===== src/design/vcop_pkg.sv =====
`default_nettype none

package vcop_pkg;

    //////////////////////////////////////////////////
    // Sizes
    //////////////////////////////////////////////////
    localparam int ELEN      = 32;                 // Fixed SEW
    localparam int NUM_LANES = 4;                  // Elements per register, ALU lanes
    localparam int VLEN      = ELEN * NUM_LANES;
    localparam int NUM_VREGS = 32;
    localparam int VREG_AW   = 5;
    localparam int APB_AW    = 12;

    // Register map
    localparam logic [APB_AW-1:0] ADDR_INSTR  = 12'h000;  // Issue on write
    localparam logic [APB_AW-1:0] ADDR_SCALAR = 12'h004;
    localparam logic [APB_AW-1:0] ADDR_VWIN   = 12'h400;  // Bits 8:4 reg, 3:2 element

    //////////////////////////////////////////////////
    // RVV encodings
    //////////////////////////////////////////////////
    localparam logic [6:0] OPC_OPV = 7'b1010111;

    localparam logic [2:0] F3_OPIVV = 3'b000;
    localparam logic [2:0] F3_OPMVV = 3'b010;
    localparam logic [2:0] F3_OPIVI = 3'b011;
    localparam logic [2:0] F3_OPIVX = 3'b100;

    localparam logic [5:0] F6_VADD    = 6'b000000;
    localparam logic [5:0] F6_VSUB    = 6'b000010;
    localparam logic [5:0] F6_VAND    = 6'b001001;
    localparam logic [5:0] F6_VOR     = 6'b001010;
    localparam logic [5:0] F6_VXOR    = 6'b001011;
    localparam logic [5:0] F6_VREDSUM = 6'b000000;  // Under OPMVV only

    //////////////////////////////////////////////////
    // Types
    //////////////////////////////////////////////////
    typedef enum logic [2:0] {ALU_ADD, ALU_SUB, ALU_AND, ALU_OR, ALU_XOR} alu_op_e;
    typedef enum logic [1:0] {SRC_VS1, SRC_SCALAR, SRC_IMM} src_sel_e;

    typedef logic [ELEN-1:0] elem_t;
    typedef elem_t [NUM_LANES-1:0] vreg_t;   // Element 0 in the low bits

    typedef struct packed {
        logic               is_red;   // vredsum, else element-wise
        alu_op_e            alu_op;
        src_sel_e           src_sel;
        logic [VREG_AW-1:0] vd;
        logic [VREG_AW-1:0] vs1;
        logic [VREG_AW-1:0] vs2;
        logic [4:0]         imm5;
    } dec_instr_t;

    typedef struct packed {
        logic              psel;
        logic              penable;
        logic              pwrite;
        logic [APB_AW-1:0] paddr;
        logic [31:0]       pwdata;
    } apb_req_t;

    typedef struct packed {
        logic [31:0] prdata;
        logic        pready;
        logic        pslverr;
    } apb_rsp_t;

    typedef struct packed {
        logic               en;
        logic [VREG_AW-1:0] addr;
        vreg_t              data;
    } vreg_wr_t;

    typedef struct packed {
        logic               en;
        logic [VREG_AW-1:0] addr;
        logic [1:0]         idx;
        elem_t              data;
    } elem_wr_t;

endpackage

`default_nettype wire


===== src/design/vcop_ctrl.sv =====
`timescale 1ns/10ps
`default_nettype none

module vcop_ctrl (
    input  logic                         clk,
    input  logic                         rst_n,
    input  logic                         issue,
    input  vcop_pkg::dec_instr_t         dec,
    input  vcop_pkg::elem_t              scalar,
    output logic [vcop_pkg::VREG_AW-1:0] rd_addr_a,
    output logic [vcop_pkg::VREG_AW-1:0] rd_addr_b,
    input  vcop_pkg::vreg_t              rd_data_a,
    input  vcop_pkg::vreg_t              rd_data_b,
    output logic                         valu_start,
    output vcop_pkg::alu_op_e            valu_op,
    output vcop_pkg::vreg_t              valu_a,
    output vcop_pkg::vreg_t              valu_b,
    input  vcop_pkg::vreg_t              valu_result,
    output logic                         vred_start,
    output vcop_pkg::elem_t              vred_init,
    output vcop_pkg::vreg_t              vred_src,
    input  logic                         vred_valid,
    input  vcop_pkg::elem_t              vred_sum,
    output vcop_pkg::vreg_wr_t           vwr,
    output logic                         done
);
    import vcop_pkg::*;

    typedef enum logic [1:0] {S_IDLE, S_EXEC, S_WAIT} state_e;

    state_e state;
    vreg_t  src1;
    elem_t  imm_ext;

    // dec is registered at issue so both addresses stay put
    assign rd_addr_a = dec.vs1;
    assign rd_addr_b = dec.vs2;
    assign imm_ext   = {{(ELEN-5){1'b0}}, dec.imm5};   // Zero-extended

    //////////////////////////////////////////////////
    // Operand select and unit start
    //////////////////////////////////////////////////
    always_comb begin
        case (dec.src_sel)
            SRC_SCALAR: src1 = {NUM_LANES{scalar}};    // Broadcast
            SRC_IMM:    src1 = {NUM_LANES{imm_ext}};
            default:    src1 = rd_data_a;
        endcase
    end

    assign valu_start = (state == S_EXEC) && !dec.is_red;
    assign valu_op    = dec.alu_op;
    assign valu_a     = src1;
    assign valu_b     = rd_data_b;
    assign vred_start = (state == S_EXEC) && dec.is_red;
    assign vred_init  = rd_data_a[0];
    assign vred_src   = rd_data_b;

    //////////////////////////////////////////////////
    // Writeback
    //////////////////////////////////////////////////
    assign done     = (state == S_WAIT) && (!dec.is_red || vred_valid);
    assign vwr.en   = done;
    assign vwr.addr = dec.vd;
    assign vwr.data = dec.is_red ? vreg_t'({{(VLEN-ELEN){1'b0}}, vred_sum})   // Tail zero
                                 : valu_result;

    always_ff @(posedge clk or negedge rst_n) begin
        if (!rst_n) begin
            state <= S_IDLE;
        end else begin
            case (state)
                S_IDLE:  if (issue) state <= S_EXEC;
                S_EXEC:  state <= S_WAIT;              // Unit started this cycle
                S_WAIT:  if (done) state <= S_IDLE;
                default: state <= S_IDLE;
            endcase
        end
    end

endmodule

`default_nettype wire


===== config.mk =====
export PLATFORM = sky130hd
export DESIGN_NAME = vcop_ctrl
export DESIGN_NICKNAME = d
export VERILOG_FILES = /design/src/design/vcop_pkg.sv /design/src/design/vcop_ctrl.sv
export SDC_FILE = /design/constraint.sdc
export NUM_CORES = 1
export LEC_CHECK = 0
export ABC_AREA = 1
export BUFFER_PORTS_ARGS = -buffer_cell sky130_fd_sc_hd__buf_2
export CAP_MARGIN = 20
export CORE_AREA = 3 3 403 405
export DETAILED_ROUTE_END_ITERATION = 10
export DIE_AREA = 0 0 406 408
export PLACE_DENSITY = 0.3
export SYNTH_ARGS = -nofsm -noshare
export SYNTH_HDL_FRONTEND = slang
export SYNTH_SLANG_ARGS = --single-unit

===== constraint.sdc =====
create_clock -name clk -period 2.1 [get_ports clk]
set_input_delay 0.42 -clock clk [delete_from_list [all_inputs] [get_ports clk]]
set_output_delay 0.42 -clock clk [all_outputs]
set_load 0.01 [all_outputs]

# Word-level counts from Yosys, hierarchy flattened
# Index checks and enable logic that the tools add are counted.
[classes] n_eq_ne=6 muxes=5 n_reduce_logical=7
[op_table] operator="$pmux W128 S2" count=1
[op_table] operator="$mux W128" count=1
[op_table] operator="$pmux W2 S3" count=1
[op_table] operator="$eq A2 B1 Y1 const B" count=2
[op_table] operator="$eq A2 B2 Y1 const B" count=2
[op_table] operator="$mux W2" count=2
[op_table] operator="$ne A2 B2 Y1 const B" count=2
[op_table] operator="$logic_and A1 B1 Y1" count=3
[op_table] operator="$logic_not A2 Y1" count=1
[op_table] operator="$reduce_and A2 Y1" count=1
[op_table] operator="$logic_not A1 Y1" count=1
[op_table] operator="$logic_or A1 B1 Y1" count=1
[totals] regBits=2 input_bits=478 out_inout_bits=566 wordCells=19

# Depth between registers and ports, before layout
[depth] depth_word=5 depth_mapped=7 ltp_nobuf=6

# Least setup slack after synthesis
# OpenSTA, ideal clock, no wires.
[synth_path] kind="input to output" start="input dec[20] in the netlist's numbering" end="output valu_a[101] in the netlist's numbering" t_arrival_ns=1.390 t_required_ns=1.680 path_slack_ns=0.290 stages=6 path_buffers=1 path_cell_list="inv_1 -> ha_1 -> nor2_4 -> buf_12 -> nand2_4 -> nand2_1"
[synth_rtl] item="from (decl)" line_no="vcop_ctrl.sv:8" text="input vcop_pkg::dec_instr_t dec,"
[synth_rtl] item="to (decl)" line_no="vcop_ctrl.sv:16" text="output vcop_pkg::vreg_t valu_a,"

==> flow_summary.ini <==
[global_route]
grt.overflow.total = 0
antenna_found_initial = 119
first_global_vias = 7531
track_usage_pct = 12.1
grt_max_degree = 64
grt_pass1_wl_mm = 122

[clocking]
cts-root-buf = clkbuf_16
insertion_delay_ns = 0.22
clock-sinks = 2
cts_buffer_depth = 2
cts_max_level = 1
numCtsBuffers = 3
clk_pin_slew_ns = 0.03
cts_tree = done

[detailed_routing]
drt_iter0_drc = 583
avgViaCountPerCell = 2.36
drt_wl_total_mm = 107
drc = 0
firstDrtPassIters = 5
ant_nets = 0
num_vias = 8069
wl_per_cell_um = 31.3

[pwr]
p_leak_nw = 5.51
vdd_drop_max_v = 0.000518
p_per_area_nw_per_um2 = 299

[status]
status = complete, but fails checks
violations = setup timing

[place]
place_ws_ns = -0.588
post-dp-hpwl_mm = 102
routabilityCongestion = 1.00
io_buffers = 623
placed_area_sq_um = 9050

[final_layout]
synthToLayoutAreaGrowth_pct = 104
largest_reg_flops = 2
reg_top3 = state (2)
final_core_util_pct = 6.44
fin_area_sq_um = 10200
drive_gt1_share_pct = 61.4
regMostFlops = state
final_nets = 1787

[setup_path]
start_kind = primary input
cp.arrival_ns = 1.72
max_stage_delay_ns = 0.29
path_class = primary input to output port
crit_required_ns = 1.68
path_buf_inv = 5
crit_path_top_delay_cell = ha_4
critPathMaxFanout = 7
critPathTopFamily = buffers and inverters
worstPathCellList = buf_8, inv_4, ha_4, nor2_4, buf_12, buf_12, nand2_4, nand2_1, buf_2
end_kind = output port
cp_common_cell = buf_12

[floorplan]
initial_utilization_pct = 3.16
rows = 146
chipHeight_um = 408
core-area_sq_um = 159000
dieArea_sq_um = 166000
die_x_um = 406
ios = 1044

[timing]
finalMaxSlewViolations = 0
setup_viol = 12
post-route-min-period_ns = 2.14
fmax_mhz = 468
skew_ns = 0.000530
post-route-period-util_pct = 102
worst_slack_ns = -0.0358
rsz0062_at_grt = yes
worst_pin_slew_ns = 0.296
relSlewSlack_pct = 80.2
hold_violations = 0

[synthesis]
syn_area_per_cell_sq_um = 5.32
syn_area_sq_um = 5010
synth_nets = 1422
synthCells = 942
synth.distinct_cells = 15
synth_warnings = 0
synth_seq_area_share_pct = 0.999
ys_seq_elements = 2

[job]
drv_cap = 0

[hold_path]
hp-class = flip-flop to flip-flop
## where the power goes
part           switching, mW  leakage (nW)  internal [mW]
logic                   1.64          5.45           1.08
clock network         0.0443        0.0372          0.242
registers            0.00576        0.0257         0.0476
## synth_stat cells, drive strengths merged
library cell	number	area share (%)
clkinv	2	0.15
buf	335	49
inv	101	7.6
clkbuf	5	0.37
nand3	30	3.0
nor2	102	7.8
nand2	362	30
nor3b	1	0.15
ha	2	0.50
dfrtp	2	1.0
## worst register-to-register path, delay by kind of cell, from the launching register on
family	cells	cell delay, ns
AND/OR/NAND/NOR	2	0.30
flip-flops	1	0.38
## cell usage in the layout (no fill, tap or decap), drive strengths merged
cell and n:
ha 2, inv 101, nor3b 1, dfrtp 2, dlygate4sd3 1, clkinv 2
nand2 362, nand3 30, clkbuf 6, nor2 102, diode 44, buf 696
## final timing paths
kind	to	cells after the start	startpoint	slack, ns
max	valu_a[56]	9	dec[20]	-0.04
min	state[0]	1	state[1]	0.44
max reg2reg	state[1]	2	state[0]	1.29
min reg2reg	state[0]	1	state[1]	0.44
max in group asynchronous	state[1]	2	rst_n	1.47
min in group asynchronous	state[0]	2	rst_n	0.53
## area by class of cell
type                    count  area (sq um)
multi-input cells         497          2580
diodes                     44           110
repair buffers            700          4420
well taps                2072          2590
clock buffers               3          75.1
flip-flops and latches      2          50.0
fillers                 19000        149000
inverters                 103           390
## cell families after synthesis
kind of cell | after synthesis | share of synthesized area (%)
flip-flops | 2 | 0.999
adder cells (fa/ha/maj) | 2 | 0.499
AND/OR/NAND/NOR | 495 | 41.0
buffers and inverters | 443 | 57.5
## per-layer routing
metal	part of all wire (%)	wire length [um]	global-route usage [%]	vias up
met4	1.9	2040	1.26	101
met2	51	54400	22.4	969
met3	21	23000	12.2	212
li1	-	-	-	3224
met1	24	26200	8.56	3563
met5	1.3	1370	3.04	-
## repair_timing
| action | in CTS | in global routing |
|---|---|---|
| hold buffers | 1 | 0 |
| gates resized for setup | 132 | 93 |
| pin swaps | 5 | 4 |
| setup endpoints to repair | 126 | 66 |
| setup buffers | 6 | 2 |
| gates cloned | 1 | 2 |
| endpoints found under the hold margin | 2 | 0 |
## stage by stage
| stage | TNS (ns) | instances | hold WS (ns) | power, mW |
|---|---|---|---|---|
| 4_1_cts | -0.322 | 3375 | 0.432 | 3.01 |
| 3_5_place_dp | -23.58 | 3366 | 0.208 | 2.53 |
| 6_report | -0.153 | 3421 | 0.438 | 3.06 |
| 2_1_floorplan | 0 | 942 | 0.124 | 1.38 |
| 3_3_place_gp | -24.72 | 3366 | 0.208 | 2.54 |
| 5_1_grt | -0.915 | 3384 | 0.461 | 3.21 |
No activity file was read; power rests on OpenSTA's default activity.
