$ cat config.mk
export PLATFORM = sky130hd
export DESIGN_NAME = vcop_vred
export DESIGN_NICKNAME = d
export VERILOG_FILES = /design/src/design/vcop_pkg.sv /design/src/design/vcop_vred.sv
export SDC_FILE = /design/constraint.sdc
export NUM_CORES = 1
export LEC_CHECK = 0
export BUFFER_PORTS_ARGS = -buffer_cell sky130_fd_sc_hd__buf_4
export CAP_MARGIN = 40
export CORE_MARGIN = 4
export CORE_UTILIZATION = 30
export CTS_BUF_LIST = sky130_fd_sc_hd__clkbuf_16
export CTS_CLUSTER_DIAMETER = 100
export DETAILED_ROUTE_END_ITERATION = 7
export GPL_ROUTABILITY_DRIVEN = 1
export PLACE_DENSITY = 0.68
export SYNTH_ARGS = -nofsm -noshare
export SYNTH_HDL_FRONTEND = slang
export SYNTH_SLANG_ARGS = --single-unit
$ cat constraint.sdc
create_clock -name clk -period 8.8 [get_ports clk]
set_input_delay 1.76 -clock clk [delete_from_list [all_inputs] [get_ports clk]]
set_output_delay 1.76 -clock clk [all_outputs]
set_load 0.005 [all_outputs]
$ cat src/design/vcop_pkg.sv
`default_nettype none

package vcop_pkg;

    //////////////////////////////////////////////////
    // Sizes
    //////////////////////////////////////////////////
    localparam int ELEN      = 32;                 // Fixed SEW
    localparam int NUM_LANES = 4;                  // Elements per register, ALU lanes
    localparam int VLEN      = ELEN * NUM_LANES;
    localparam int NUM_VREGS = 32;
    localparam int VREG_AW   = 5;
    localparam int APB_AW    = 12;

    // Register map
    localparam logic [APB_AW-1:0] ADDR_INSTR  = 12'h000;  // Issue on write
    localparam logic [APB_AW-1:0] ADDR_SCALAR = 12'h004;
    localparam logic [APB_AW-1:0] ADDR_VWIN   = 12'h400;  // Bits 8:4 reg, 3:2 element

    //////////////////////////////////////////////////
    // RVV encodings
    //////////////////////////////////////////////////
    localparam logic [6:0] OPC_OPV = 7'b1010111;

    localparam logic [2:0] F3_OPIVV = 3'b000;
    localparam logic [2:0] F3_OPMVV = 3'b010;
    localparam logic [2:0] F3_OPIVI = 3'b011;
    localparam logic [2:0] F3_OPIVX = 3'b100;

    localparam logic [5:0] F6_VADD    = 6'b000000;
    localparam logic [5:0] F6_VSUB    = 6'b000010;
    localparam logic [5:0] F6_VAND    = 6'b001001;
    localparam logic [5:0] F6_VOR     = 6'b001010;
    localparam logic [5:0] F6_VXOR    = 6'b001011;
    localparam logic [5:0] F6_VREDSUM = 6'b000000;  // Under OPMVV only

    //////////////////////////////////////////////////
    // Types
    //////////////////////////////////////////////////
    typedef enum logic [2:0] {ALU_ADD, ALU_SUB, ALU_AND, ALU_OR, ALU_XOR} alu_op_e;
    typedef enum logic [1:0] {SRC_VS1, SRC_SCALAR, SRC_IMM} src_sel_e;

    typedef logic [ELEN-1:0] elem_t;
    typedef elem_t [NUM_LANES-1:0] vreg_t;   // Element 0 in the low bits

    typedef struct packed {
        logic               is_red;   // vredsum, else element-wise
        alu_op_e            alu_op;
        src_sel_e           src_sel;
        logic [VREG_AW-1:0] vd;
        logic [VREG_AW-1:0] vs1;
        logic [VREG_AW-1:0] vs2;
        logic [4:0]         imm5;
    } dec_instr_t;

    typedef struct packed {
        logic              psel;
        logic              penable;
        logic              pwrite;
        logic [APB_AW-1:0] paddr;
        logic [31:0]       pwdata;
    } apb_req_t;

    typedef struct packed {
        logic [31:0] prdata;
        logic        pready;
        logic        pslverr;
    } apb_rsp_t;

    typedef struct packed {
        logic               en;
        logic [VREG_AW-1:0] addr;
        vreg_t              data;
    } vreg_wr_t;

    typedef struct packed {
        logic               en;
        logic [VREG_AW-1:0] addr;
        logic [1:0]         idx;
        elem_t              data;
    } elem_wr_t;

endpackage

`default_nettype wire

$ cat src/design/vcop_vred.sv
`timescale 1ns/10ps
`default_nettype none

module vcop_vred (
    input  logic            clk,
    input  logic            rst_n,
    input  logic            start,
    input  vcop_pkg::elem_t init,    // vs1[0]
    input  vcop_pkg::vreg_t src,     // vs2, held by the sequencer
    output logic            valid,
    output vcop_pkg::elem_t sum
);
    import vcop_pkg::*;

    logic       busy;
    logic [1:0] lane;    // Element being added
    elem_t      acc;

    assign sum = acc;

    always_ff @(posedge clk or negedge rst_n) begin
        if (!rst_n) begin
            busy  <= 1'b0;
            lane  <= '0;
            acc   <= '0;
            valid <= 1'b0;
        end else begin
            valid <= busy && (lane == 2'(NUM_LANES - 1));   // One-cycle pulse
            if (start) begin
                busy <= 1'b1;
                lane <= '0;
                acc  <= init;
            end else if (busy) begin
                acc  <= acc + src[lane];
                lane <= lane + 2'd1;
                if (lane == 2'(NUM_LANES - 1)) begin
                    busy <= 1'b0;    // Last element
                end
            end
        end
    end

    // Sequencer waits for valid before the next reduction
    a_no_restart : assert property (@(posedge clk) disable iff (!rst_n)
        start |-> !busy);

endmodule

`default_nettype wire

== Word-level counts from Yosys, hierarchy flattened ==
Cells that the tools add are included.
Operators by class
  $add $sub $neg: 2
  magnitude comparators: 1
  equal/unequal tests: 1
  mux-type cells: 9
  reductions and logical operators: 2
Operators by type and width (number)
  32-bit 2-to-1 mux: 3
  32-bit binary-select mux with 2-bit select: 1
  32-bit adder: 1
  2-bit 2-to-1 mux: 2
  2-bit by 3-bit less-than comparator with 1-bit output (second input constant): 1
  1-bit 2-to-1 mux: 3
  2-bit by 1-bit adder with 2-bit output (second input constant): 1
  2-bit == test (second input constant): 1
  2-bit nonzero test: 1
  1-bit logical AND: 1
Word-level totals
  register bits after elaboration: 36
  input port bits: 163
  output and inout port bits: 33
  word-level logic and storage cells: 19

== Logic depth before layout (Yosys ltp) ==
  word-level depth: 5
  mapped depth: 15
  mapped depth without buffers: 13

== Worst setup path after synthesis ==
Ideal clock, no wire load.
  path kind: input-to-reg
  from: input src[96] (netlist name)
  to: register acc[28] (netlist: sum[28])
  arrival time: 4.280 ns
  required time: 8.673 ns
  slack: 4.393 ns
  cell stages on the path: 13
  path buffers: 0
  path through: mux4_2 ha_1 fa_1 a21oi_2 o31ai_4 nand3_2 o21ai_4 a41oi_4 o21ai_2 a221oi_2 o21ai_1 xnor2_1 o21ai_1
Between the ends
  longest elaborated chain between the ends: 5
Ends and longest elaborated chain
  start: declaration: RTL line vcop_vred.sv:9  | input vcop_pkg::vreg_t src,
  32-bit binary-select mux with 2-bit select: RTL line vcop_vred.sv:34  | acc <= acc + src[lane];
  32-bit 2-to-1 mux (not written as such): RTL line vcop_vred.sv:34
  32-bit adder: RTL line vcop_vred.sv:34
  32-bit 2-to-1 mux: RTL line vcop_vred.sv:33  | end else if (busy) begin
  32-bit 2-to-1 mux: RTL line vcop_vred.sv:29  | if (start) begin
  end signal: assignment: RTL line vcop_vred.sv:32  | acc <= init;
  end signal: assignment: RTL line vcop_vred.sv:34
  end: declaration: RTL line vcop_vred.sv:17  | elem_t acc;
Every way passes these cells. The select of a mux whose other input is x is not followed.
A chain may end at the register's enable or synchronous reset.

== Worst setup path after layout ==
  from: input src[106] (netlist name)
  to: register acc[31] (netlist: sum[31])
Same word-level chain as after synthesis.

==> impl_results.rst <==
.. list-table::
   :header-rows: 1

   * - Metric
     - Value
   * - Global-route wire length before repair
     - 21.8 mm
   * - Largest stage delay on the critical path
     - 0.47 ns
   * - Commonest cells after routing, fill and taps aside
     - sky130_fd_sc_hd__buf_4, sky130_fd_sc_hd__nand2_1, sky130_fd_sc_hd__o21ai_0
   * - Sequence of cells on the critical path
     - buf_4, mux4_2, ha_1, a21oi_1, o21ai_0, a311o_1, o221ai_2, o21ai_1, o21ai_1, a21oi_1, o21ai_1, xor2_1, o21ai_1
   * - Total of cells resized after clock tree synthesis
     - 0
   * - Number of max-slew violations in the final report
     - 0
   * - Synth Area in Simple Gates
     - 10.6%
   * - Final Critical Period
     - 4.60 ns
   * - Die Wd
     - around 120 um
   * - Area of the mapped netlist
     - 0.00410 mm2
   * - Instance count of the mapped netlist
     - 423
   * - WL per Instance
     - 17.2 um
   * - Antenna Diode Count
     - 0
   * - Power per cell area
     - 330 mW/mm2
   * - Post-route design area
     - 0.00579 mm2
   * - Number of unique standard cell types used by synthesis
     - 53
   * - CP Max Fanout
     - 7
   * - Final period util
     - between 50% and 60%
   * - Dominant cell type by count on the critical path
     - sky130_fd_sc_hd__o21ai_1
   * - Post-synthesis average cell area
     - 9.68 um2
   * - Via count
     - 4,106
   * - Tightest Hold Check Type
     - flop to flop
   * - Number of endpoints failing setup at the final stage
     - 0
   * - First DRT Iteration DRCs
     - 159
   * - Sum Neg Setup Slack
     - 0 ns
   * - Number of placed instances with taps included
     - 767
   * - Clock buffer depth
     - 2
   * - Leakage power figure
     - 2.76 nW
   * - Peak supply drop
     - 117 uV
   * - Number of top-level pins
     - 196
   * - Via count of the first global-routing pass
     - 4,372
   * - Combinational family with the most area after synthesis
     - compound AO/OA/AOI/OAI gates
   * - Data arrival time of the worst path
     - roughly 4.8 ns
   * - Clock network latency to the later pin of the worst-skew pair
     - between 0.2 and 0.3 ns
   * - Total power consumption of the routed design
     - 1.91 mW
   * - Number of enable flip-flop cells after synthesis
     - 0
   * - Placed cell areas
     - 0.00566 mm2
   * - Startpoint class of the critical path
     - primary input
   * - Total of max-cap violations
     - 0
   * - Share of layout cells above drive strength 1
     - 42.9%
   * - Drt total wl
     - 13.4 mm
   * - Clk root buf
     - sky130_fd_sc_hd__clkbuf_16
   * - DRC Markers
     - 0
   * - Syn_nets
     - 619
   * - CP Data Required Time
     - 8.95 ns
   * - Post-CTS setup repair buffer count
     - 0
   * - Top cell type's share of synthesized area
     - 22.0%
   * - Syn. warnings
     - 0
   * - Number of H-tree levels
     - 2
   * - WP buf/inv
     - 1
   * - Top cells by area, synth
     - sky130_fd_sc_hd__dfrtp_1, sky130_fd_sc_hd__mux4_2, sky130_fd_sc_hd__ha_1
   * - Core region area
     - 0.0133 mm2
   * - Die ar.
     - roughly 0.016 mm2
   * - Initial antenna violation count
     - 0
   * - Largest delay share family, worst path
     - compound AO/OA/AOI/OAI gates
   * - Layout area overhead
     - 41.5%
   * - CP max stage cell
     - sky130_fd_sc_hd__mux4_2
   * - Count of placed standard cells in the final layout, fillers left out
     - between 700 and 800
   * - Worst slack at placement
     - 3.93 ns
   * - Class of the most critical setup path
     - primary input to flop
   * - Number of detailed-route iterations in the first pass
     - 4
   * - Area leader, netlist
     - sky130_fd_sc_hd__dfrtp_1
   * - Final weighted congestion in routability-driven placement
     - approximately 0.9
   * - Worst Reg2Reg Path Length in Cells
     - 13
   * - Clock tree from TritonCTS
     - built
   * - Flop and latch count out of synthesis
     - 36
   * - Transition time at the pin with the least slew margin
     - just over 0.8 ns
   * - Final Hold Violating Endpoints
     - 0
   * - Number of cells on the worst hold path
     - 2
   * - Nets@finish
     - 794
   * - Total global routing overflow
     - 0
   * - Status
     - completed
   * - Post-detailed-placement half-perimeter wirelength
     - around 11 mm
   * - # hold bufs at CTS
     - 0
   * - Die height
     - 125 um
   * - Leading cell type in the layout, fill and taps excluded
     - sky130_fd_sc_hd__buf_4
   * - Fraction of synthesized area in multiplexers
     - 22.8%
   * - Remaining max-slew budget at the tightest pin
     - a little under half
   * - Pin count of the biggest net entering global routing
     - 65
   * - Most instantiated flip-flop cell in the synthesis netlist
     - sky130_fd_sc_hd__dfrtp_1
   * - Clock Skews
     - 0.00766 ns
   * - Synth Area in Compound Gates
     - 23.1%
   * - Logic depth of the worst path, buffers included
     - 13
   * - Final worst-path setup slack
     - 4.20 ns
   * - Count of input and output buffers
     - 195
   * - Unrepaired setup endpoints after global routing
     - no
   * - Xor-xnor portion of the synthesized cell area
     - 6.20%
   * - Part of the Yosys area used for sequential elements
     - 22.0%
   * - Initial core utilization
     - 30.8%
   * - Number of CTS-inserted buffers
     - 5
   * - Fmax
     - between 0.2 and 0.25 GHz
   * - Via-to-Cell Ratio
     - 5.30
   * - Post-detailed-route count of antenna-violating nets
     - 0
   * - Clock sinks
     - 36
   * - Standard-cell row count
     - 42
   * - Critical path capture point type
     - flop
   * - Fraction of synthesis flops using an asynchronous set or reset pin
     - 100%
   * - Total GRT Usage
     - between 15 and 20%
   * - Clock transition at the registers of the reported paths
     - 0.06 ns
   * - Synthesized-area fraction occupied by adder cells
     - 10.3%
[routing by layer]
layer / track usage [%] / up-vias / wire (um)
li1: - / 1961 / -
met1: 20.8 / 1982 / 5560
met2: 30.7 / 144 / 6880
met3: 2.40 / 19 / 678
met4: 4.46 / 0 / 250
met5: 0 / - / 0
[flip-flops by register name, indices dropped and copies added, names as in the netlist]
| signal | flops |
|---|---|
| busy | 1 |
| valid | 1 |
| lane | 2 |
| sum | 32 |
[Yosys cell counts, types with 3 or more instances]
| master | number |
|---|---|
| sky130_fd_sc_hd__ha_1 | 32 |
| sky130_fd_sc_hd__o211ai_1 | 3 |
| sky130_fd_sc_hd__buf_6 | 3 |
| sky130_fd_sc_hd__mux4_2 | 32 |
| sky130_fd_sc_hd__nor2b_1 | 6 |
| sky130_fd_sc_hd__o21ai_0 | 34 |
| sky130_fd_sc_hd__nand4_1 | 6 |
| sky130_fd_sc_hd__a22oi_1 | 6 |
| sky130_fd_sc_hd__o21a_1 | 3 |
| sky130_fd_sc_hd__a21oi_2 | 5 |
| sky130_fd_sc_hd__mux2i_1 | 19 |
| sky130_fd_sc_hd__a21oi_1 | 30 |
| sky130_fd_sc_hd__dfrtp_1 | 36 |
| sky130_fd_sc_hd__nand2_1 | 38 |
| sky130_fd_sc_hd__a21o_1 | 18 |
| sky130_fd_sc_hd__nor2_1 | 15 |
| sky130_fd_sc_hd__xnor2_1 | 21 |
| sky130_fd_sc_hd__buf_1 | 4 |
| sky130_fd_sc_hd__xor2_1 | 8 |
| sky130_fd_sc_hd__a211oi_1 | 8 |
| sky130_fd_sc_hd__clkbuf_1 | 15 |
| sky130_fd_sc_hd__and2_1 | 3 |
| sky130_fd_sc_hd__nand3_1 | 14 |
| sky130_fd_sc_hd__inv_1 | 13 |
| sky130_fd_sc_hd__o21ai_1 | 8 |
| sky130_fd_sc_hd__buf_4 | 5 |
[cell type report]
type / instances / area [um2]
clock buffer: 5 / 125
clock inverter: 3 / 11.3
fill: 1299 / 7500
inverter: 14 / 52.6
multi-input combinational: 344 / 2990
sequential: 36 / 905
tap: 176 / 220
timing repair buffer: 197 / 1490
[through the flow]
step / utilization, % / hold WS, ns
floorplan: - / 0.521
global placement: 42.4 / 0.540
detailed placement: 42.6 / 0.553
CTS: 43.6 / 0.566
global route: 43.6 / 0.611
finish: 43.6 / 0.566
[final timing paths]
kind / slack, ns / start / endpoint
worst min-delay path: 0.57 / sum[24] / sum[24]
worst min register to register: 0.57 / sum[24] / sum[24]
min in group asynchronous: 1.46 / rst_n / sum[2]
worst max register to register: 4.64 / lane[0] / sum[31]
max in group asynchronous: 6.95 / rst_n / lane[0]
worst max-delay path: 4.20 / src[106] / sum[31]
[power breakdown]
group	switching, mW	leakage (nW)	total [mW]	internal, mW
clock	0.0705	0.0738	0.173	0.102
sequential	0.0917	0.426	0.335	0.244
combinational	0.721	2.26	1.40	0.682
[logic make-up (layout without fill, tap and decap cells)]
| kind of cell | after synthesis | count (layout) |
|---|---|---|
| XOR/XNOR | 29 | 29 |
| AND/OR/NAND/NOR | 91 | 91 |
| multiplexers | 53 | 53 |
| AO/OA/AOI/OAI | 138 | 138 |
| buffers and inverters | 43 | 219 |
| adder cells (fa/ha/maj) | 33 | 33 |
| flip-flops | 36 | 36 |
[worst min-delay path, delay by kind of cell (launching register included)]
family | cells | cell delay [ns]
AOI/OAI and AO/OA | 2 | 0.15
DFF | 1 | 0.38
(Power assumes the default switching activity.)
