<file path="config.mk">
export PLATFORM = sky130hd
export DESIGN_NAME = vcop_valu
export DESIGN_NICKNAME = d
export VERILOG_FILES = /design/src/design/vcop_pkg.sv /design/src/design/vcop_valu.sv
export SDC_FILE = /design/constraint.sdc
export NUM_CORES = 1
export LEC_CHECK = 0
export ABC_AREA = 1
export CORE_MARGIN = 2
export CORE_UTILIZATION = 55
export CTS_CLUSTER_DIAMETER = 120
export DETAILED_ROUTE_END_ITERATION = 7
export DONT_BUFFER_PORTS = 1
export GPL_ROUTABILITY_DRIVEN = 0
export PLACE_DENSITY = 0.76
export SLEW_MARGIN = 25
export SYNTH_ARGS = -nofsm -noshare
export SYNTH_HDL_FRONTEND = slang
export SYNTH_SLANG_ARGS = --single-unit
</file>
<file path="constraint.sdc">
create_clock -name clk -period 0.8 [get_ports clk]
set_input_delay 0.24 -clock clk [delete_from_list [all_inputs] [get_ports clk]]
set_output_delay 0.24 -clock clk [all_outputs]
set_load 0.1 [all_outputs]
</file>
<file path="src/design/vcop_pkg.sv">
`default_nettype none

package vcop_pkg;

    //////////////////////////////////////////////////
    // Sizes
    //////////////////////////////////////////////////
    localparam int ELEN      = 32;                 // Fixed SEW
    localparam int NUM_LANES = 4;                  // Elements per register, ALU lanes
    localparam int VLEN      = ELEN * NUM_LANES;
    localparam int NUM_VREGS = 32;
    localparam int VREG_AW   = 5;
    localparam int APB_AW    = 12;

    // Register map
    localparam logic [APB_AW-1:0] ADDR_INSTR  = 12'h000;  // Issue on write
    localparam logic [APB_AW-1:0] ADDR_SCALAR = 12'h004;
    localparam logic [APB_AW-1:0] ADDR_VWIN   = 12'h400;  // Bits 8:4 reg, 3:2 element

    //////////////////////////////////////////////////
    // RVV encodings
    //////////////////////////////////////////////////
    localparam logic [6:0] OPC_OPV = 7'b1010111;

    localparam logic [2:0] F3_OPIVV = 3'b000;
    localparam logic [2:0] F3_OPMVV = 3'b010;
    localparam logic [2:0] F3_OPIVI = 3'b011;
    localparam logic [2:0] F3_OPIVX = 3'b100;

    localparam logic [5:0] F6_VADD    = 6'b000000;
    localparam logic [5:0] F6_VSUB    = 6'b000010;
    localparam logic [5:0] F6_VAND    = 6'b001001;
    localparam logic [5:0] F6_VOR     = 6'b001010;
    localparam logic [5:0] F6_VXOR    = 6'b001011;
    localparam logic [5:0] F6_VREDSUM = 6'b000000;  // Under OPMVV only

    //////////////////////////////////////////////////
    // Types
    //////////////////////////////////////////////////
    typedef enum logic [2:0] {ALU_ADD, ALU_SUB, ALU_AND, ALU_OR, ALU_XOR} alu_op_e;
    typedef enum logic [1:0] {SRC_VS1, SRC_SCALAR, SRC_IMM} src_sel_e;

    typedef logic [ELEN-1:0] elem_t;
    typedef elem_t [NUM_LANES-1:0] vreg_t;   // Element 0 in the low bits

    typedef struct packed {
        logic               is_red;   // vredsum, else element-wise
        alu_op_e            alu_op;
        src_sel_e           src_sel;
        logic [VREG_AW-1:0] vd;
        logic [VREG_AW-1:0] vs1;
        logic [VREG_AW-1:0] vs2;
        logic [4:0]         imm5;
    } dec_instr_t;

    typedef struct packed {
        logic              psel;
        logic              penable;
        logic              pwrite;
        logic [APB_AW-1:0] paddr;
        logic [31:0]       pwdata;
    } apb_req_t;

    typedef struct packed {
        logic [31:0] prdata;
        logic        pready;
        logic        pslverr;
    } apb_rsp_t;

    typedef struct packed {
        logic               en;
        logic [VREG_AW-1:0] addr;
        vreg_t              data;
    } vreg_wr_t;

    typedef struct packed {
        logic               en;
        logic [VREG_AW-1:0] addr;
        logic [1:0]         idx;
        elem_t              data;
    } elem_wr_t;

endpackage

`default_nettype wire

</file>
<file path="src/design/vcop_valu.sv">
`timescale 1ns/10ps
`default_nettype none

module vcop_valu (
    input  logic              clk,
    input  logic              rst_n,
    input  logic              start,
    input  vcop_pkg::alu_op_e op,
    input  vcop_pkg::vreg_t   src_a,    // Source 1
    input  vcop_pkg::vreg_t   src_b,    // vs2
    output vcop_pkg::vreg_t   result
);
    import vcop_pkg::*;

    vreg_t lane_res;

    always_comb begin
        for (int l = 0; l < NUM_LANES; l++) begin
            case (op)
                ALU_SUB: lane_res[l] = src_b[l] - src_a[l];   // vs2 minus source 1
                ALU_AND: lane_res[l] = src_b[l] & src_a[l];
                ALU_OR:  lane_res[l] = src_b[l] | src_a[l];
                ALU_XOR: lane_res[l] = src_b[l] ^ src_a[l];
                default: lane_res[l] = src_b[l] + src_a[l];   // Wraps mod 2^32
            endcase
        end
    end

    // Result valid the cycle after start
    always_ff @(posedge clk or negedge rst_n) begin
        if (!rst_n) begin
            result <= '0;
        end else if (start) begin
            result <= lane_res;
        end
    end

endmodule

`default_nettype wire

</file>
==> flow_summary.json, run 1 <==
{
  "outcome": "did not finish",
  "halt_point_of_the_flow": "5_1_grt",
  "first-error": "[ERROR GRT-0232] Routing congestion too high. Check the congestion heatmap in the GUI.",
  "post-synth-top-area-fraction_pct": 20.3,
  "grt_start_max_net_pins": 140,
  "cts_root_buffer": "clkbuf_16",
  "ys_seq_area_share_pct": 13.5,
  "dieWidth_um": 212,
  "synth_commonest_cells": "1135 x nand2_1, 702 x inv_1, 412 x nor2_1",
  "hpwl_mm": 71.0,
  "netlist_top_cells_area": "ha_1 20%, nand2_1 18%, dfrtp_1 14%",
  "rows": 76,
  "mappedNetlistNets": 4601,
  "grt_worst_setup_endpoint": "result[29]$_DFFE_PN0P_/D",
  "yosysTopAreaCell": "ha_1",
  "cts_num_sinks": 128,
  "syn_avg_cell_area_sq_um": 6.00,
  "htreeDepth": 4,
  "syn-instance-count": 3951,
  "timing.repair.worst_endpoint_type": "register data pin",
  "synth.cell_area_sq_um": 23700,
  "ys_types": 45,
  "yosysMostFrequentCell": "nand2_1",
  "port_buffers": 0,
  "die_h_um": 212,
  "synth_async_sr_flop_share_pct": 100,
  "yosys_warnings": 0,
  "ios": 390,
  "cts-buffers-inserted": 17,
  "clock_tree.buffer_depth": 2,
  "grt_remaining_overflow": 1478,
  "synth-main-ff-cell": "dfrtp_1",
  "postSynthRegisterBits": 128,
  "grt_use_total_pct": 93.3,
  "number_of_enable_flip_flop_cells_after_synthesis": 0,
  "floorplan.initialDensity_pct": 55.4
}
-- metal layers --
layer | overflow | track usage, %
met5 | 3 | 60.6
met3 | 37 | 79.6
met2 | 1003 | 110
met4 | 395 | 103
met1 | 40 | 87.3
-- per-stage QoR --
stage               setup slack [ps]  hold WS (ps)  instance area, sq um  TNS (ps)  cells
detailed placement             -2240         -52.2                 32600   -239940   5063
CTS                            -1550          -598                 36600   -235250   5196
global placement               -2190         -52.2                 32600   -231370   5063
floorplan                      -1690         -55.6                 25700   -177300   3951
-- repair_timing --
item	4_1_cts
endpoints found under the hold margin	238
resized for setup	611
setup endpoints to repair	256
pin swaps	425
gates cloned	8
setup buffers	96
-- cells by family after synthesis --
group | synth area share (%)
adder cells (fa/ha/maj) | 20.6
AND/OR/NAND/NOR | 32.4
AO/OA/AOI/OAI | 14.7
buffers and inverters | 13.2
XOR/XNOR | 5.65
flip-flops | 13.5
==> run 2: changes to the inputs <==
CORE_UTILIZATION = 40   (was 55)
CTS_CLUSTER_DIAMETER = not set   (was 120)
PLACE_DENSITY = not set   (was 0.76)
PLACE_DENSITY_LB_ADDON = 0.15   (was not set)
clock period = 1.04 ns   (was 0.8 ns; I/O delays follow)
==> run 2 against run 1 <==
  * The flow now finishes, with violations (hold timing, setup timing)
  * Synthesized cell count unchanged
  * Synthesized area unchanged
==> flow_summary.json, run 2 <==
{
  "outcome": "complete, but fails checks",
  "violations": "hold timing, setup timing",
  "hold-worst-slack_ps": -506,
  "buffers_inverters_on_critical_path": 3,
  "port_buffers": 0,
  "irDropWorstVdd_v": 0.00151,
  "grt_remaining_overflow": 0,
  "post_synth_mux_area_share_pct": 0,
  "rows": 89,
  "postRouteAntennaNets": 0,
  "clkTransAtPathRegs_ps": 80,
  "required_ps": 1480,
  "floorplan.initialDensity_pct": 40.3,
  "top_regs": "result (128)",
  "synth.cell_area_sq_um": 23700,
  "grt_start_max_net_pins": 140,
  "multi_input_area_sq_um": 23000,
  "final-hold-violation-count": 159,
  "synth-main-ff-cell": "dfrtp_1",
  "clock_tree.buffer_depth": 2,
  "min-delay-path-class": "in -> async",
  "tritoncts": "yes",
  "max_freq_mhz": 403,
  "grt_antenna_before_repair": 1,
  "ys_types": 45,
  "worst_path_most_repeated_cell": "nand2_1",
  "postSynthRegisterBits": 128,
  "htreeDepth": 4,
  "cpPeakStageDelay_ps": 310,
  "detailedRoute.firstPassIterationCount": 6,
  "leakage_nw": 19.1,
  "dieWidth_um": 247,
  "viasPerCell": 5.27,
  "dominant_combinational_cell_family_by_area_after_synthesis": "simple AND/OR/NAND/NOR gates",
  "layout.cells.most_common": "nand2_1",
  "critical-path-top-delay-family": "simple AND/OR/NAND/NOR gates",
  "fp.coreArea_sq_um": 58800,
  "syn_avg_cell_area_sq_um": 6.00,
  "most-common-layout-cells": "740 x nand2_1, 606 x inv_1, 575 x buf_4",
  "critPathKind": "in -> reg",
  "die_h_um": 247,
  "worstPathMaxFanout": 5,
  "drt-wirelength-per-cell_um": 18.7,
  "yosysTopAreaCell": "ha_1",
  "complex_gate_fraction_of_the_synthesized_area_pct": 14.7,
  "timing.slew.headroom_pct": 63.3,
  "grt_use_total_pct": 31.5,
  "final-setup-viol-count": 255,
  "finalWorstPathRequiredPeriod_ps": 2480,
  "start_kind": "primary input",
  "power_density_nw_per_um2": 1150,
  "final-instance-count-excl-fill": 5401,
  "cts-buffers-inserted": 17,
  "crit_path_end_kind": "flip-flop",
  "drt_drc_violations_left": 0,
  "grt_first_pass_wirelength_mm": 151,
  "clk-insertion-delay-late_ps": 500,
  "post_route_cells_drive_above_1_share_pct": 44.3,
  "number_of_enable_flip_flop_cells_after_synthesis": 0,
  "yosys_warnings": 0,
  "largest_register": "result",
  "die-area_sq_um": 61200,
  "timing.critical_path.arrival_ps": 2920,
  "synth_xor_xnor_area_share_pct": 5.65,
  "fillerInstances": 5020,
  "ios": 390,
  "hpwl_mm": 75.8,
  "finish.net_count": 5265,
  "netlist_top_cells_area": "ha_1 20%, nand2_1 18%, dfrtp_1 14%",
  "detail_route.iter0.violations": 1825,
  "ff_latch_area_sq_um": 3370,
  "cap_violations": 0,
  "design_power_total_mw": 43.4,
  "final.setup.worst_slack_ps": -1440,
  "synth_async_sr_flop_share_pct": 100,
  "ys_seq_area_share_pct": 13.5,
  "synth_commonest_cells": "1135 x nand2_1, 702 x inv_1, 412 x nor2_1",
  "routed_wl_mm": 101,
  "mappedNetlistNets": 4601,
  "max_reg_flops": 128,
  "clock-skew-final_ps": 0,
  "post-route-period-util_pct": 239,
  "areaGrowthSynthToFinish_pct": 59.3,
  "cp_cell_sequence": "clkinv_16 -> ha_4 -> nand3_4 -> nor2_4 -> nand3_4 -> nor2_4 -> nand4_1 -> o21ai_1 -> xor2_1 -> ha_1 -> nand2_1 -> a21oi_1 -> nor2_1 -> nand2_1 -> inv_2 -> nand2_4 -> inv_2 -> nand2_1 -> nand2_1 -> nand3_2 -> a21oi_2",
  "synthSimpleGateAreaFrac_pct": 32.4,
  "post-synth-top-area-fraction_pct": 20.3,
  "rsz0062_at_grt": "true",
  "post_synth_fa_ha_maj_area_fraction_pct": 20.6,
  "count_of_vias_placed_by_the_detailed_router": 28457,
  "crit_path_top_delay_cell": "ha_1",
  "antennaDiodeCount": 0,
  "dpl.cell_count": 5216,
  "worst_pin_slew_ps": 550,
  "vias_in_the_first_global_route": 27562,
  "postLayoutCoreUtil_pct": 64.2,
  "final_max_slew_viol_count": 0,
  "cts_root_buffer": "clkbuf_16",
  "syn-instance-count": 3951,
  "yosysMostFrequentCell": "nand2_1",
  "cts_num_sinks": 128
}
==> run 2: cell type report <==
cell class / count / area share, %
Timing Repair Buffer: 739 / 18.0
Clock buffer: 22 / 1.18
Tap cell: 773 / 2.56
Timing Repair inverter: 1 / 0.0166
Sequential cell: 128 / 8.92
Clock inverter: 10 / 0.490
Inverter: 717 / 7.92
Multi-Input combinational cell: 3011 / 60.9
==> run 2: metrics by stage <==
stage	setup slack, ps	hold slack [ps]	area [sq um]	TNS [ps]
global placement	-2070	21.0	31100	-209710
global route	-1570	-518	37800	-217280
CTS	-1340	-542	34700	-198050
finish	-1440	-506	37800	-200680
detailed placement	-2130	21.6	31100	-211680
floorplan	-1520	16.4	25400	-151290
==> run 2: cells by family after synthesis <==
kind of cell,after synthesis
XOR/XNOR,153
AND/OR/NAND/NOR,1865
adder cells (fa/ha/maj),388
AO/OA/AOI/OAI,605
buffers and inverters,812
flip-flops,128
==> run 2: power breakdown <==
group          internal [mW]  switching, mW  total [mW]  leakage [nW]
logic                   10.4           13.8        24.2          17.4
registers               6.05           5.94        12.0          1.35
clock network           4.24           2.92        7.16         0.302
==> run 2: final timing paths <==
check | from | to | depth (start not counted) | slack (ps)
max in group asynchronous | rst_n | result[44] | 0 | 1050
hold / removal | rst_n | result[104] | 0 | -510
hold reg to reg | result[16] | result[16] | 2 | 520
min in group clk | start | result[14] | 1 | -70
setup reg to reg | result[102] | result[102] | 2 | 0
setup / recovery | src_a[32] | result[63] | 21 | -1440
==> run 2: timing repair <==
action | 4_1_cts | 5_1_grt
endpoints found under the setup margin | 255 | 256
buffers inserted | 101 | 72
hold endpoints to repair | 217 | 172
cloned | 4 | 0
resized for setup | 617 | 647
pin swaps | 435 | 470
==> run 2: metal layers <==
| layer | up-vias | GRT usage [%] | share of wire, % |
|---|---|---|---|
| met4 | 0 | 9.40 | 3.0 |
| met5 | - | 0 | 0 |
| met2 | 929 | 52.5 | 47 |
| met3 | 197 | 8.09 | 7.9 |
| met1 | 13470 | 39.7 | 42 |
| li1 | 13861 | - | - |
No activity file was read; power rests on OpenSTA's default activity.
==> run 3: changes to the inputs <==
SETUP_SLACK_MARGIN = 0.1   (was not set)
==> run 3 against run 2 <==
  * The run still ends with hold timing, setup timing left
  * Critical path depth down 1
  * Combinational power fell by 12%
  * Global-route usage grew 0.20 points
  * Worst hold slack better by 13 ps
  * Fmax increased by 0.10%
  * Sequential cell count unchanged
  * Sequential power is 17% higher
  * Cell count about the same
  * Clock skew did not move
  * Critical path type unchanged
  * Highest routed layer unchanged
==> flow_summary.json, run 3 (same netlist as run 2, synthesis figures left out) <==
{
  "irDropWorstVdd_v": 0.00144,
  "vias_in_the_first_global_route": 27098,
  "antennaDiodeCount": 0,
  "rsz0062_at_grt": "true",
  "ff_latch_area_sq_um": 3680,
  "finish.net_count": 5267,
  "power_density_nw_per_um2": 1130,
  "final-hold-violation-count": 146,
  "final_max_slew_viol_count": 0,
  "multi_input_area_sq_um": 22400,
  "count_of_vias_placed_by_the_detailed_router": 28405,
  "fillerInstances": 5116,
  "critPathKind": "in -> reg",
  "violations": "hold timing, setup timing",
  "final-setup-viol-count": 254,
  "clock-skew-final_ps": 0,
  "hpwl_mm": 75.8,
  "worst_pin_slew_ps": 416,
  "finalWorstPathRequiredPeriod_ps": 2480,
  "cts-buffers-inserted": 17,
  "ios": 390,
  "design_power_total_mw": 42.0,
  "layout.cells.most_common": "nand2_1",
  "grt_start_max_net_pins": 140,
  "critical-path-top-delay-family": "simple AND/OR/NAND/NOR gates",
  "areaGrowthSynthToFinish_pct": 57.4,
  "cp_cell_sequence": "clkinv_16 -> ha_4 -> nand3_4 -> nor2_4 -> nand3_4 -> nor2_4 -> buf_4 -> buf_6 -> a21oi_2 -> xor2_1 -> ha_2 -> nand2_2 -> nor2_2 -> inv_1 -> buf_4 -> nor3_1 -> nand2_1 -> nand3b_1 -> nand3_1 -> a21oi_1",
  "cts_num_sinks": 128,
  "detail_route.iter0.violations": 2009,
  "max_freq_mhz": 403,
  "max_reg_flops": 128,
  "routed_wl_mm": 102,
  "rows": 89,
  "crit_path_end_kind": "flip-flop",
  "hold-worst-slack_ps": -492,
  "leakage_nw": 18.9,
  "placed_cell_area_sq_um": 31200,
  "worst_setup_path_startpoint": "src_a[33]",
  "viasPerCell": 5.26,
  "dieWidth_um": 247,
  "die_h_um": 247,
  "drt_drc_violations_left": 0,
  "crit_path_top_delay_cell": "ha_2",
  "clk-insertion-delay-late_ps": 510,
  "cap_violations": 0,
  "grt_remaining_overflow": 0,
  "largest_register": "result",
  "top_regs": "result (128)",
  "port_buffers": 0,
  "tritoncts": "yes",
  "die-area_sq_um": 61200,
  "outcome": "complete, but fails checks",
  "postRouteAntennaNets": 0,
  "timing.rr.start": "result[103]",
  "timing.slew.headroom_pct": 72.1,
  "clkTransAtPathRegs_ps": 60,
  "buffers_inverters_on_critical_path": 5,
  "most-common-layout-cells": "803 x nand2_1, 619 x inv_1, 594 x buf_4",
  "worstPathMaxFanout": 4,
  "start_kind": "primary input",
  "htreeDepth": 4,
  "timing.critical_path.arrival_ps": 2900,
  "place_ws_ps": -2090,
  "post_route_cells_drive_above_1_share_pct": 42.2,
  "grt_first_pass_wirelength_mm": 151,
  "min-delay-path-class": "in -> async",
  "post-route-period-util_pct": 238,
  "clock_tree.buffer_depth": 2,
  "layout.cell_area.non_filler_sq_um": 37300,
  "fp.coreArea_sq_um": 58800,
  "cts_root_buffer": "clkbuf_16",
  "grt_use_total_pct": 31.7,
  "grt_antenna_before_repair": 0,
  "floorplan.initialDensity_pct": 40.3,
  "final.setup.worst_slack_ps": -1440,
  "detailedRoute.firstPassIterationCount": 5,
  "required_ps": 1460,
  "drt-wirelength-per-cell_um": 18.8,
  "cpPeakStageDelay_ps": 380
}
==> run 3: cell count changes in the layout (fill, tap and decap cells not counted), moves of 19 or more <==
cell,previous run,this run
buf_4,575,594
buf_12,69,45
nand2_4,110,90
nand2_1,740,803
nand2_2,287,245
dfrtp_2,124,0
dfrtp_4,3,127
==> run 3: what timing repair did <==
item / CTS / global route
endpoints found under the hold margin: 196 / 158
setup endpoints to repair: 255 / 256
resized for setup: 647 / 453
buffers inserted: 95 / 58
pin swaps: 432 / 340
cloned: 6 / 2
==> run 3: layout make-up <==
type / instances / area share (%)
clock buffers: 22 / 1.24
clock inverters: 10 / 0.298
inverters: 717 / 7.98
multi-input cells: 3011 / 60.1
flip-flops and latches: 128 / 9.86
well taps: 773 / 2.59
repair buffers: 742 / 17.9
==> run 3: metal layers <==
| metal | share of wire (%) | global-route usage, % | wire length, um |
|---|---|---|---|
| met4 | 2.7 | 9.09 | 2780 |
| met3 | 7.6 | 7.18 | 7710 |
| met2 | 47 | 53.1 | 47600 |
| met1 | 43 | 40.6 | 43500 |
| met5 | 0 | 0 | 0 |
==> run 3: worst paths after layout <==
check,slack (ps),cells after the start,to
min,-490,0,result[64]
max in group asynchronous,1280,0,result[54]
max,-1440,20,result[60]
min in group clk,-70,1,result[14]
max reg2reg,30,2,result[103]
min reg2reg,590,2,result[3]
==> run 3: worst reg2reg max path, delay by kind of cell, from the launching register on <==
| family | cells | cell delay (ps) |
|---|---|---|
| AO/OA/AOI/OAI | 1 | 40 |
| flip-flops | 1 | 620 |
| AND/OR/NAND/NOR | 1 | 230 |
==> run 3: stage by stage <==
step	cells	hold slack (ps)	TNS (ps)	utilization, %
floorplan	3951	16.4	-151220	-
global placement	5227	19.8	-209190	53.0
detailed placement	5227	21.3	-212100	53.0
CTS	5348	-527	-188910	59.8
global route	5403	-511	-212860	63.5
finish	5403	-492	-195810	63.5
==> run 3: power breakdown <==
part	leakage, nW	switching [mW]	total, mW	internal [mW]
combinational	17.3	11.8	21.4	9.57
sequential	1.36	7.53	14.1	6.53
clock	0.276	2.93	6.56	3.63
